File: src/brick_pkg.sv
// brick memory view and collision step encodings
package brick_pkg;

	// remaining hits of one brick
	typedef logic [1:0] health_t;

	// health of an empty cell, no brick there
	localparam health_t health_empty = 2'd0;

	// which neighbour of the ball is being read
	typedef enum logic [1:0] {
		probe_vert,
		probe_horiz,
		probe_diag
	} probe_kind_t;

	// collision step phases, one req/ack round per probe
	typedef enum logic [3:0] {
		// waiting for logic_go
		st_idle,
		// req high, waiting for ack
		st_req,
		// req low, waiting for ack to drop
		st_release,
		// ack seen, answer sampled here
		st_check,
		// write-back slot for a hit brick
		st_write,
		// end of step, step_done pulse
		st_done
	} probe_state_t;

endpackage

File: src/ball_geom_pkg.sv
// screen geometry shared by the ball and paddle logic
package ball_geom_pkg;

	// one screen coordinate
	localparam int coord_w = 10;

	// x or y position on the screen
	typedef logic [coord_w-1:0] coord_t;

	// right wall of the playing field
	localparam coord_t field_x_max = 10'd630;

	// bottom edge of the playing field
	localparam coord_t field_y_max = 10'd470;

	// ball is a square of this edge length
	// position is its top left corner
	localparam coord_t ball_size = 10'd5;

	// paddle row, top edge of the paddle
	localparam coord_t plat_y = 10'd440;

	// paddle length along x
	// paddle position is its left end
	localparam coord_t plat_width = 10'd40;

endpackage
File: src/ball_logic.sv
`timescale 1ns/1ps

module ball_logic (
	input  logic                  clk,
	input  logic                  resetn,
	input  logic                  logic_go,
	input  ball_geom_pkg::coord_t ball_x,
	input  ball_geom_pkg::coord_t ball_y,
	input  ball_geom_pkg::coord_t plat_x,
	input  logic                  mem_ack,
	input  ball_geom_pkg::coord_t brick_x,
	input  ball_geom_pkg::coord_t brick_y,
	input  brick_pkg::health_t    brick_health,
	output logic                  mem_req,
	output ball_geom_pkg::coord_t mem_x,
	output ball_geom_pkg::coord_t mem_y,
	output logic                  wr_en,
	output ball_geom_pkg::coord_t wr_x,
	output ball_geom_pkg::coord_t wr_y,
	output brick_pkg::health_t    wr_health,
	output logic                  x_dir,
	output logic                  y_dir,
	output logic                  plat_hit,
	output logic                  step_done
);

	// collision result of the current step
	logic vertical_hit;
	logic horizontal_hit;

	// controller phase seen by the datapath
	brick_pkg::probe_kind_t  probe;
	brick_pkg::probe_state_t state;

	ball_direction u_direction (
		.clk            (clk),
		.resetn         (resetn),
		.ball_x         (ball_x),
		.ball_y         (ball_y),
		.plat_x         (plat_x),
		.step_done      (step_done),
		.vertical_hit   (vertical_hit),
		.horizontal_hit (horizontal_hit),
		.x_dir          (x_dir),
		.y_dir          (y_dir),
		.plat_hit       (plat_hit)
	);

	brick_probe_ctrl u_ctrl (
		.clk            (clk),
		.resetn         (resetn),
		.logic_go       (logic_go),
		.mem_ack        (mem_ack),
		.vertical_hit   (vertical_hit),
		.horizontal_hit (horizontal_hit),
		.mem_req        (mem_req),
		.probe          (probe),
		.state          (state),
		.step_done      (step_done)
	);

	brick_probe_datapath u_datapath (
		.clk            (clk),
		.resetn         (resetn),
		.state          (state),
		.probe          (probe),
		.ball_x         (ball_x),
		.ball_y         (ball_y),
		.x_dir          (x_dir),
		.y_dir          (y_dir),
		.brick_x        (brick_x),
		.brick_y        (brick_y),
		.brick_health   (brick_health),
		.mem_x          (mem_x),
		.mem_y          (mem_y),
		.wr_en          (wr_en),
		.wr_x           (wr_x),
		.wr_y           (wr_y),
		.wr_health      (wr_health),
		.vertical_hit   (vertical_hit),
		.horizontal_hit (horizontal_hit)
	);

endmodule

File: src/brick_probe_datapath.sv
`timescale 1ns/1ps

module brick_probe_datapath (
	input  logic                    clk,
	input  logic                    resetn,
	input  brick_pkg::probe_state_t state,
	input  brick_pkg::probe_kind_t  probe,
	input  ball_geom_pkg::coord_t   ball_x,
	input  ball_geom_pkg::coord_t   ball_y,
	input  logic                    x_dir,
	input  logic                    y_dir,
	input  ball_geom_pkg::coord_t   brick_x,
	input  ball_geom_pkg::coord_t   brick_y,
	input  brick_pkg::health_t      brick_health,
	output ball_geom_pkg::coord_t   mem_x,
	output ball_geom_pkg::coord_t   mem_y,
	output logic                    wr_en,
	output ball_geom_pkg::coord_t   wr_x,
	output ball_geom_pkg::coord_t   wr_y,
	output brick_pkg::health_t      wr_health,
	output logic                    vertical_hit,
	output logic                    horizontal_hit
);

	// ball position frozen for the whole step
	ball_geom_pkg::coord_t x_cur;
	ball_geom_pkg::coord_t y_cur;
	ball_geom_pkg::coord_t x_next;
	ball_geom_pkg::coord_t y_next;

	// current probe found a brick
	logic probe_hit;
	logic brick_hit;

	logic in_idle;
	logic in_check;

	assign in_idle  = (state == brick_pkg::st_idle);
	assign in_check = (state == brick_pkg::st_check);

	// any nonzero health is a live brick
	assign brick_hit = (brick_health != brick_pkg::health_empty);

	// track the ball while idle, one pixel ahead in each axis
	always_ff @(posedge clk) begin
		if (in_idle) begin
			x_cur  <= ball_x;
			y_cur  <= ball_y;
			x_next <= x_dir ? ball_x + ball_geom_pkg::coord_t'(1)
			                : ball_x - ball_geom_pkg::coord_t'(1);
			y_next <= y_dir ? ball_y + ball_geom_pkg::coord_t'(1)
			                : ball_y - ball_geom_pkg::coord_t'(1);
		end
	end

	// probe address, stable while probe is held
	always_comb begin
		case (probe)
			brick_pkg::probe_vert: begin
				mem_x = x_cur;
				mem_y = y_next;
			end
			brick_pkg::probe_horiz: begin
				mem_x = x_next;
				mem_y = y_cur;
			end
			default: begin
				// diagonal corner
				mem_x = x_next;
				mem_y = y_next;
			end
		endcase
	end

	// hit flags, cleared at the start of each step
	always_ff @(posedge clk) begin
		if (!resetn || in_idle) begin
			vertical_hit   <= 1'b0;
			horizontal_hit <= 1'b0;
			probe_hit      <= 1'b0;
		end else if (in_check) begin
			probe_hit <= brick_hit;
			if (brick_hit) begin
				case (probe)
					brick_pkg::probe_vert: begin
						vertical_hit <= 1'b1;
					end
					brick_pkg::probe_horiz: begin
						horizontal_hit <= 1'b1;
					end
					default: begin
						// corner hit bounces both ways
						vertical_hit   <= 1'b1;
						horizontal_hit <= 1'b1;
					end
				endcase
			end
		end
	end

	// write-back payload from the memory answer
	always_ff @(posedge clk) begin
		if (in_check) begin
			wr_x      <= brick_x;
			wr_y      <= brick_y;
			wr_health <= brick_health - brick_pkg::health_t'(1);
		end
	end

	// single pulse, only for a brick that was there
	assign wr_en = (state == brick_pkg::st_write) && probe_hit;

endmodule

File: src/brick_probe_ctrl.sv
`timescale 1ns/1ps

module brick_probe_ctrl (
	input  logic                    clk,
	input  logic                    resetn,
	input  logic                    logic_go,
	input  logic                    mem_ack,
	input  logic                    vertical_hit,
	input  logic                    horizontal_hit,
	output logic                    mem_req,
	output brick_pkg::probe_kind_t  probe,
	output brick_pkg::probe_state_t state,
	output logic                    step_done
);

	brick_pkg::probe_state_t state_next;
	brick_pkg::probe_kind_t  probe_next;

	// next phase and next probe
	always_comb begin
		state_next = state;
		probe_next = probe;
		case (state)
			brick_pkg::st_idle: begin
				// every step starts with the vertical neighbour
				if (logic_go) begin
					state_next = brick_pkg::st_req;
					probe_next = brick_pkg::probe_vert;
				end
			end
			brick_pkg::st_req: begin
				// memory may stall here as long as it likes
				if (mem_ack) begin
					state_next = brick_pkg::st_check;
				end
			end
			brick_pkg::st_check: begin
				// answer taken by the datapath this cycle
				state_next = brick_pkg::st_release;
			end
			brick_pkg::st_release: begin
				// no new req until ack has dropped
				if (!mem_ack) begin
					state_next = brick_pkg::st_write;
				end
			end
			brick_pkg::st_write: begin
				case (probe)
					brick_pkg::probe_vert: begin
						state_next = brick_pkg::st_req;
						probe_next = brick_pkg::probe_horiz;
					end
					brick_pkg::probe_horiz: begin
						// corner only matters if both faces were clear
						if (vertical_hit || horizontal_hit) begin
							state_next = brick_pkg::st_done;
						end else begin
							state_next = brick_pkg::st_req;
							probe_next = brick_pkg::probe_diag;
						end
					end
					default: begin
						state_next = brick_pkg::st_done;
					end
				endcase
			end
			brick_pkg::st_done: begin
				state_next = brick_pkg::st_idle;
			end
			default: begin
				state_next = brick_pkg::st_idle;
			end
		endcase
	end

	always_ff @(posedge clk) begin
		if (!resetn) begin
			state <= brick_pkg::st_idle;
			probe <= brick_pkg::probe_vert;
		end else begin
			state <= state_next;
			probe <= probe_next;
		end
	end

	// req stays up through the sample cycle
	// so the memory keeps its answer on the bus
	assign mem_req = (state == brick_pkg::st_req) || (state == brick_pkg::st_check);

	// one cycle, direction logic acts on it
	assign step_done = (state == brick_pkg::st_done);

endmodule

File: src/ball_direction.sv
`timescale 1ns/1ps

module ball_direction (
	input  logic                  clk,
	input  logic                  resetn,
	input  ball_geom_pkg::coord_t ball_x,
	input  ball_geom_pkg::coord_t ball_y,
	input  ball_geom_pkg::coord_t plat_x,
	input  logic                  step_done,
	input  logic                  vertical_hit,
	input  logic                  horizontal_hit,
	output logic                  x_dir,
	output logic                  y_dir,
	output logic                  plat_hit
);

	// one extra bit so edge sums never wrap
	logic [ball_geom_pkg::coord_w:0] ball_x_edge;
	logic [ball_geom_pkg::coord_w:0] ball_y_edge;
	logic [ball_geom_pkg::coord_w:0] plat_x_end;

	logic at_left;
	logic at_right;
	logic at_top;
	logic at_bottom;

	// right and bottom edges of the ball
	assign ball_x_edge = {1'b0, ball_x} + ball_geom_pkg::ball_size;
	assign ball_y_edge = {1'b0, ball_y} + ball_geom_pkg::ball_size;

	// far end of the paddle
	assign plat_x_end = {1'b0, plat_x} + ball_geom_pkg::plat_width;

	// ball bottom resting on the paddle row
	// and overlapping the paddle along x
	always_comb begin
		plat_hit = 1'b0;
		if (ball_y_edge == {1'b0, ball_geom_pkg::plat_y}) begin
			if ((ball_x_edge > {1'b0, plat_x}) && ({1'b0, ball_x} < plat_x_end)) begin
				plat_hit = 1'b1;
			end
		end
	end

	// wall contact
	assign at_left   = (ball_x == '0);
	assign at_right  = (ball_x == ball_geom_pkg::field_x_max);
	assign at_top    = (ball_y == '0);
	assign at_bottom = (ball_y == ball_geom_pkg::field_y_max);

	// horizontal direction, 1 moves right
	always_ff @(posedge clk) begin
		if (!resetn) begin
			x_dir <= 1'b0;
		end else begin
			// walls win over anything the brick step found
			if (at_left) begin
				x_dir <= 1'b1;
			end else if (at_right) begin
				x_dir <= 1'b0;
			end else if (step_done && horizontal_hit) begin
				// side of a brick, bounce back
				x_dir <= ~x_dir;
			end
		end
	end

	// vertical direction, 1 moves down
	always_ff @(posedge clk) begin
		if (!resetn) begin
			y_dir <= 1'b0;
		end else begin
			if (at_top) begin
				y_dir <= 1'b1;
			end else if (at_bottom) begin
				y_dir <= 1'b0;
			end else if (plat_hit) begin
				// paddle always sends the ball up
				y_dir <= 1'b0;
			end else if (step_done && vertical_hit) begin
				// top or bottom face of a brick
				y_dir <= ~y_dir;
			end
		end
	end

endmodule

File: config.mk
export PLATFORM = sky130hd
export DESIGN_NAME = ball_logic
export DESIGN_NICKNAME = d
export VERILOG_FILES = /design/src/brick_pkg.sv /design/src/ball_geom_pkg.sv /design/src/ball_logic.sv /design/src/brick_probe_datapath.sv /design/src/brick_probe_ctrl.sv /design/src/ball_direction.sv
export SDC_FILE = /design/constraint.sdc
export NUM_CORES = 1
export LEC_CHECK = 0
export ABC_AREA = 0
export BUFFER_PORTS_ARGS = -buffer_cell sky130_fd_sc_hd__buf_2
export CAP_MARGIN = 10
export CORE_ASPECT_RATIO = 1.4
export CORE_UTILIZATION = 50
export DETAILED_ROUTE_END_ITERATION = 7
export GPL_TIMING_DRIVEN = 0
export PLACE_DENSITY = 0.74
export SLEW_MARGIN = 20
export SYNTH_ARGS = -nofsm -noshare
export SYNTH_HDL_FRONTEND = slang
export SYNTH_SLANG_ARGS = --single-unit
export TNS_END_PERCENT = 100
File: constraint.sdc
create_clock -name clk -period 4.9 [get_ports clk]
set_clock_uncertainty 0.1 [all_clocks]
set_input_delay 0.245 -clock clk [delete_from_list [all_inputs] [get_ports clk]]
set_output_delay 0.245 -clock clk [all_outputs]
set_load 0.03 [all_outputs]
# Word level (Yosys, flattened, before mapping)

Index checks and enable logic that the tools add are counted.

Register bits after elaboration: 73
Output and inout bits: 48
Word-level logic and storage cells: 85
Bits of input ports: 56

Mux-type cells: 23
Add/subtract/negate cells: 8
$lt $le $gt $ge: 2
Eq/ne operators: 14
Bitwise logic cells: 4
Reductions and logical operators: 20

Operators by type and width:

| operator                | number |
|---|---|
| $mux W10                | 4 |
| $add A10 B3 Y11 const B | 2 |
| $add A10 B1 Y10 const B | 2 |
| $logic_not A10 Y1       | 2 |
| $pmux W4 S5             | 1 |
| $sub A10 B1 Y10 const B | 2 |
| $mux W4                 | 3 |
| $add A10 B6 Y11 const B | 1 |
| $eq A11 B9 Y1 const B   | 1 |
| $gt A11 B10 Y1          | 1 |
| $lt A10 B11 Y1          | 1 |
| $eq A10 B10 Y1 const B  | 1 |
| $eq A10 B9 Y1 const B   | 1 |
| $mux W1                 | 9 |
| $reduce_and A3 Y1       | 3 |
| $eq A4 B2 Y1 const B    | 2 |
| $eq A4 B3 Y1 const B    | 2 |
| $pmux W2 S2             | 2 |
| $pmux W4 S2             | 1 |
| $ne A2 B2 Y1 const B    | 3 |
| $eq A4 B1 Y1 const B    | 1 |
| $logic_and A1 B1 Y1     | 4 |
| $logic_not A4 Y1        | 1 |
| $mux W2                 | 2 |
| 13 further kinds        | 19 |

# Depth between registers and ports, before layout

Depth in word-level cells: 8
Depth in mapped cells: 11
Depth with buffers taken out: 11

# Hierarchy

From an unflattened synthesis, not the netlist that was laid out.

Cell total of the unflattened synthesis: 353
Area total of the unflattened synthesis: 4,287.9 um^2

Modules (own cells, without submodules):

| module               | cells each | instances | sequential area each (um^2) | area each (um^2) |
|---|---|---|---|---|
| brick_probe_datapath | 203        | 1         | 1,921.8                     | 3,052.9 |
| ball_direction       | 118        | 1         | 40.0                        | 923.4 |
| brick_probe_ctrl     | 32         | 1         | 100.1                       | 311.5 |

# Worst setup path before layout

OpenSTA, ideal clock, no wires.

Path type: register -> register
Start: register u_ctrl.state[0]
End: register u_datapath.horizontal_hit
Buffers on the path: 1
Period minus slack after synthesis: 3.962 ns
Cell stages (with the launch flop): 5
Slack: 0.938 ns
Arrival time: 3.744 ns
Data required time: 4.682 ns
Library setup time: 0.118 ns
Path through: dfxtp_1 -> clkbuf_1 -> nor3_1 -> nand2b_1 -> nor2_1

Cells in the longest elaborated chain, start to end: 2
Elaborated cells on any way between the ends: 4
Those cells by class: 1 x eq/ne; 3 x reduce/logical

Ends and longest elaborated chain:

| item                                                                     | line                                                   | source |
|---|---|---|
| start: declaration                                                       | brick_probe_ctrl.sv:12                                 | `output brick_pkg::probe_state_t state,` |
| start signal: assignment                                                 | brick_probe_ctrl.sv:78                                 | `state <= brick_pkg::st_idle;` |
| start signal: assignment                                                 | brick_probe_ctrl.sv:81                                 | `state <= state_next;` |
| $eq A4 B2 Y1 / $logic_not A4 Y1 (equally long branches)                  | brick_probe_datapath.sv:39, brick_probe_datapath.sv:38 |  |
| $reduce_and A3 Y1 (no line) / $logic_or A1 B1 Y1 (equally long branches) | --                                                     |  |
| end signal: assignment                                                   | brick_probe_datapath.sv:79                             | `horizontal_hit <= 1'b0;` |
| end signal: assignment                                                   | brick_probe_datapath.sv:89                             | `horizontal_hit <= 1'b1;` |
| end signal: assignment                                                   | brick_probe_datapath.sv:94                             | `horizontal_hit <= 1'b1;` |
| end: declaration                                                         | brick_probe_datapath.sv:22                             | `output logic horizontal_hit` |

Several ways; a longest one is shown, not always the timed one.
A chain may end at the register's enable or synchronous reset.

# Final worst setup path

Start: input ball_x[1]
End: output plat_hit

Cells in the longest elaborated chain, start to end: 5
Elaborated cells on any way between the ends: 6
Those cells by class: 1 x add/sub; 2 x order compare; 2 x mux; 1 x reduce/logical

Ends and longest elaborated chain:

| item                  | line                 | source |
|---|---|---|
| start: declaration    | ball_logic.sv:7      | `input ball_geom_pkg::coord_t ball_x,` |
| $add A10 B3 Y11       | ball_direction.sv:28 | `assign ball_x_edge = {1'b0, ball_x} + ball_geom_pkg::ball_size;` |
| $gt A11 B10 Y1        | ball_direction.sv:39 | `if ((ball_x_edge > {1'b0, plat_x}) && ({1'b0, ball_x} < plat_x_end)) begin` |
| $logic_and A1 B1 Y1 * | ball_direction.sv:39 |  |
| $mux W1 *             | ball_direction.sv:39 |  |
| $mux W1 *             | ball_direction.sv:38 | `if (ball_y_edge == {1'b0, ball_geom_pkg::plat_y}) begin` |
| end: declaration      | ball_logic.sv:23     | `output logic plat_hit,` |

Mark *: on every way between the ends. The rest lies on a longest branch, timed or not.

==> results.toml <==
[flow_run]
maxcap_viol_count = 0

[layout]
fin_cells = 595
areaGrowthSynthToFinish_pct = 26.3
layout.nets = 589
diode_insertion_count_for_antenna_repair = 0
utilization = 0.660
design_area_um2 = 5180
post_route_cells_drive_above_1_share = 0.301

[logic_synthesis]
async_flop_share = 0
synth_cells = 352
mappedNetlistArea_um2 = 4100
yosys.cell_count.top_type = "sky130_fd_sc_hd__edfxtp_1"
synth_area_leader_cell = "sky130_fd_sc_hd__edfxtp_1"
synth_cell_types = 46
synthesis.yosys.warnings = 0
synth.cells.most_frequent = "62 x sky130_fd_sc_hd__edfxtp_1, 41 x sky130_fd_sc_hd__ha_1, 30 x sky130_fd_sc_hd__nor2_1, 23 x sky130_fd_sc_hd__inv_1, 23 x sky130_fd_sc_hd__xnor2_1"
synth.avg_cell_area_um2 = 11.7
synth_top_area_share = 0.454
synth-edff-count = 62
mappedNetlistNets = 451
yosys_register_bits = 72
netlist_top_cells_area = "sky130_fd_sc_hd__edfxtp_1 45%, sky130_fd_sc_hd__ha_1 13%, sky130_fd_sc_hd__mux2_2 5.5%"
synth_flop_cell = "sky130_fd_sc_hd__edfxtp_1"
synth.yosys.seq_area_share = 0.503

[floorplanning]
chipHeight_um = 109
rows = 38
initial_core_util = 0.523
core_area_um2 = 7850
dieArea_um2 = 8570
top_level_port_count = 104
die_width_um = 78.5

[timing]
final.period_utilization = 0.605
relSlewSlack = 0.482
grt_setup_unrepaired = "false"
fmax_achieved_ghz = 0.337
hold_viol = 0
timing_worst_slew_pin_value_ps = 777
layout_setup_ws_ps = 1940
setup_viol = 0
final_period_minus_worst_setup_slack_ps = 2960
final-max-slew-violation-count = 0

[place]
gp_routability_congestion = 0.812
place_inst = 559
dp_worst_setup_slack_ps = 1980
hpwl_mm = 6.21
count_of_port_buffers_added_during_placement = 103
placed_cell_area_um2 = 4780

[pwr]
p_leak_nw = 2.14
design_power_total_mw = 1.50
max-vdd-ir-drop_v = 0.000191
power.density_cell_area_nw_per_um2 = 290

[detailed_routing]
postRouteWirelength_mm = 8.30
wire_per_inst_um = 13.9
drt-vias-per-instance = 5.23
dr_total_vias = 3114
drt.antenna.violating_nets = 0
drt_first_iter_violations = 110
drtPass1Iterations = 4
remaining_drc_errors = 0

[cts]
tritoncts = "yes"
setup_fix_buffers_added_after_clock_tree_synthesis = 0
cts_inserted_buffers = 9
clk_transition_reported_paths_ps = 80
cts_max_path_buffers = 2
cts-htree-levels = 3
clock-sinks = 72
cts-root-buf = "sky130_fd_sc_hd__clkbuf_8"
clock_latency_ps = 340

[global_routing]
grt-ovfl-total = 0
grt_max_degree = 23
wire_length_of_the_first_global_routing_pass_mm = 13.0
first_global_vias = 2948
antenna_found_initial = 0
grt_use_total = 0.200

[critical_path]
start_kind = "input pin"
critPathArrivalTime_ps = 2620
end_kind = "primary output"
worst-path-max-fanout = 8
timing_worst_setup_path_type = "input pin to primary output"
worst-endpoint-required_ps = 4550

[status]
run_status = "complete, no violations"

[worst_hold_path]
timing.hold.worst.class = "input pin to flip-flop"
[path summary, 6_finish.rpt]
kind	startpoint	end	slack, ps	cells after the start
worst min register to register	u_datapath.probe_hit$_SDFFE_PP0N_	u_datapath.probe_hit$_SDFFE_PP0N_	400	2
worst max register to register	u_direction.y_dir$_SDFFE_PN0P_	u_datapath.y_next[8]$_DFFE_PP_	2240	8
worst min-delay path	ball_y[3]	u_datapath.y_cur[3]$_DFFE_PP_	30	1
worst max-delay path	ball_x[1]	plat_hit	1940	12
[critical path: stages]
cell	delay, ps
sky130_fd_sc_hd__buf_2	160
sky130_fd_sc_hd__ha_1	250
sky130_fd_sc_hd__o2111ai_2	250
sky130_fd_sc_hd__nor2_1	100
sky130_fd_sc_hd__xor2_1	150
sky130_fd_sc_hd__ha_1	290
sky130_fd_sc_hd__nand4_1	140
sky130_fd_sc_hd__nor4_1	460
sky130_fd_sc_hd__nor2_1	110
sky130_fd_sc_hd__o22ai_1	180
sky130_fd_sc_hd__nor3_1	100
sky130_fd_sc_hd__buf_2	190
[report_power, final]
part           switching (mW)  internal (mW)
Combinational           0.179          0.124
Sequential            0.00968          0.723
Clock                   0.227          0.240
Total                   0.416           1.09
[state kept, by name, indices dropped and copies added, names as in the netlist, 2 cells and up]
name / count
u_datapath.x_cur: 10
u_datapath.wr_x: 10
u_datapath.wr_health: 2
u_ctrl.state: 3
u_datapath.wr_y: 10
u_datapath.y_next: 10
u_datapath.y_cur: 10
u_datapath.x_next: 10
u_ctrl.probe: 2
[cells in the final DEF, fill, tap and decap left out, types with 3 or more instances in the layout]
cell type                       instances
sky130_fd_sc_hd__nand3_1                8
sky130_fd_sc_hd__nor2b_1                4
sky130_fd_sc_hd__xor2_1                 8
sky130_fd_sc_hd__buf_4                  4
sky130_fd_sc_hd__ha_1                  41
sky130_fd_sc_hd__edfxtp_1              62
sky130_fd_sc_hd__nand2_1               22
sky130_fd_sc_hd__nor4_1                 5
sky130_fd_sc_hd__inv_1                 23
sky130_fd_sc_hd__or4_1                  3
sky130_fd_sc_hd__clkinv_4               3
sky130_fd_sc_hd__nor2_1                30
sky130_fd_sc_hd__xnor2_1               23
sky130_fd_sc_hd__clkbuf_8               9
sky130_fd_sc_hd__mux2_2                20
sky130_fd_sc_hd__dfxtp_1               10
sky130_fd_sc_hd__dlygate4sd3_1         20
sky130_fd_sc_hd__a21oi_1               15
sky130_fd_sc_hd__nand2b_1               3
sky130_fd_sc_hd__a211oi_1               5
sky130_fd_sc_hd__buf_2                103
sky130_fd_sc_hd__o21ai_0               10
sky130_fd_sc_hd__nor3_1                14
sky130_fd_sc_hd__nand4_1                5
[what timing repair did]
item	CTS	global route
hold buffers	20	0
setup endpoints to repair	0	0
endpoints found under the hold margin	20	0
resized for setup	0	0
[per-stage QoR]
step	TNS, ps	hold slack (ps)
floorplan	0	244
global placement	-93.9	322
detailed placement	0	324
CTS	0	6.11
global route	0	5.29
finish	0	33.2
[cell families (layout without fill, tap and decap cells)]
group | Yosys count | in the layout | synth area share
adders and majority gates | 43 | 43 | 0.135
and+or+nand+nor | 104 | 104 | 0.124
xor gates and xnor gates | 31 | 31 | 0.0662
DFF | 72 | 72 | 0.503
AOI/OAI and AO/OA | 55 | 55 | 0.0921
buffers and inverters | 27 | 170 | 0.0247
muxes | 20 | 20 | 0.0549
[layer usage]
layer	track usage	up-vias	share of wire
li1	-	1589	-
met1	0.232	1437	0.43
met2	0.356	79	0.51
met3	0.0402	9	0.047
met4	0.0860	0	0.016
met5	0	-	0
[final cells by class]
type                       count  area [µm²]
fill                         618        2670
clock buffer                   9         124
clock inverter                 7        78.8
multi-input combinational    253        1940
buffer                         4        15.0
timing repair buffer         127         746
inverter                      23        86.3
sequential                    72        2060
tap                          100         125
Power figures use the tool's default switching activity.
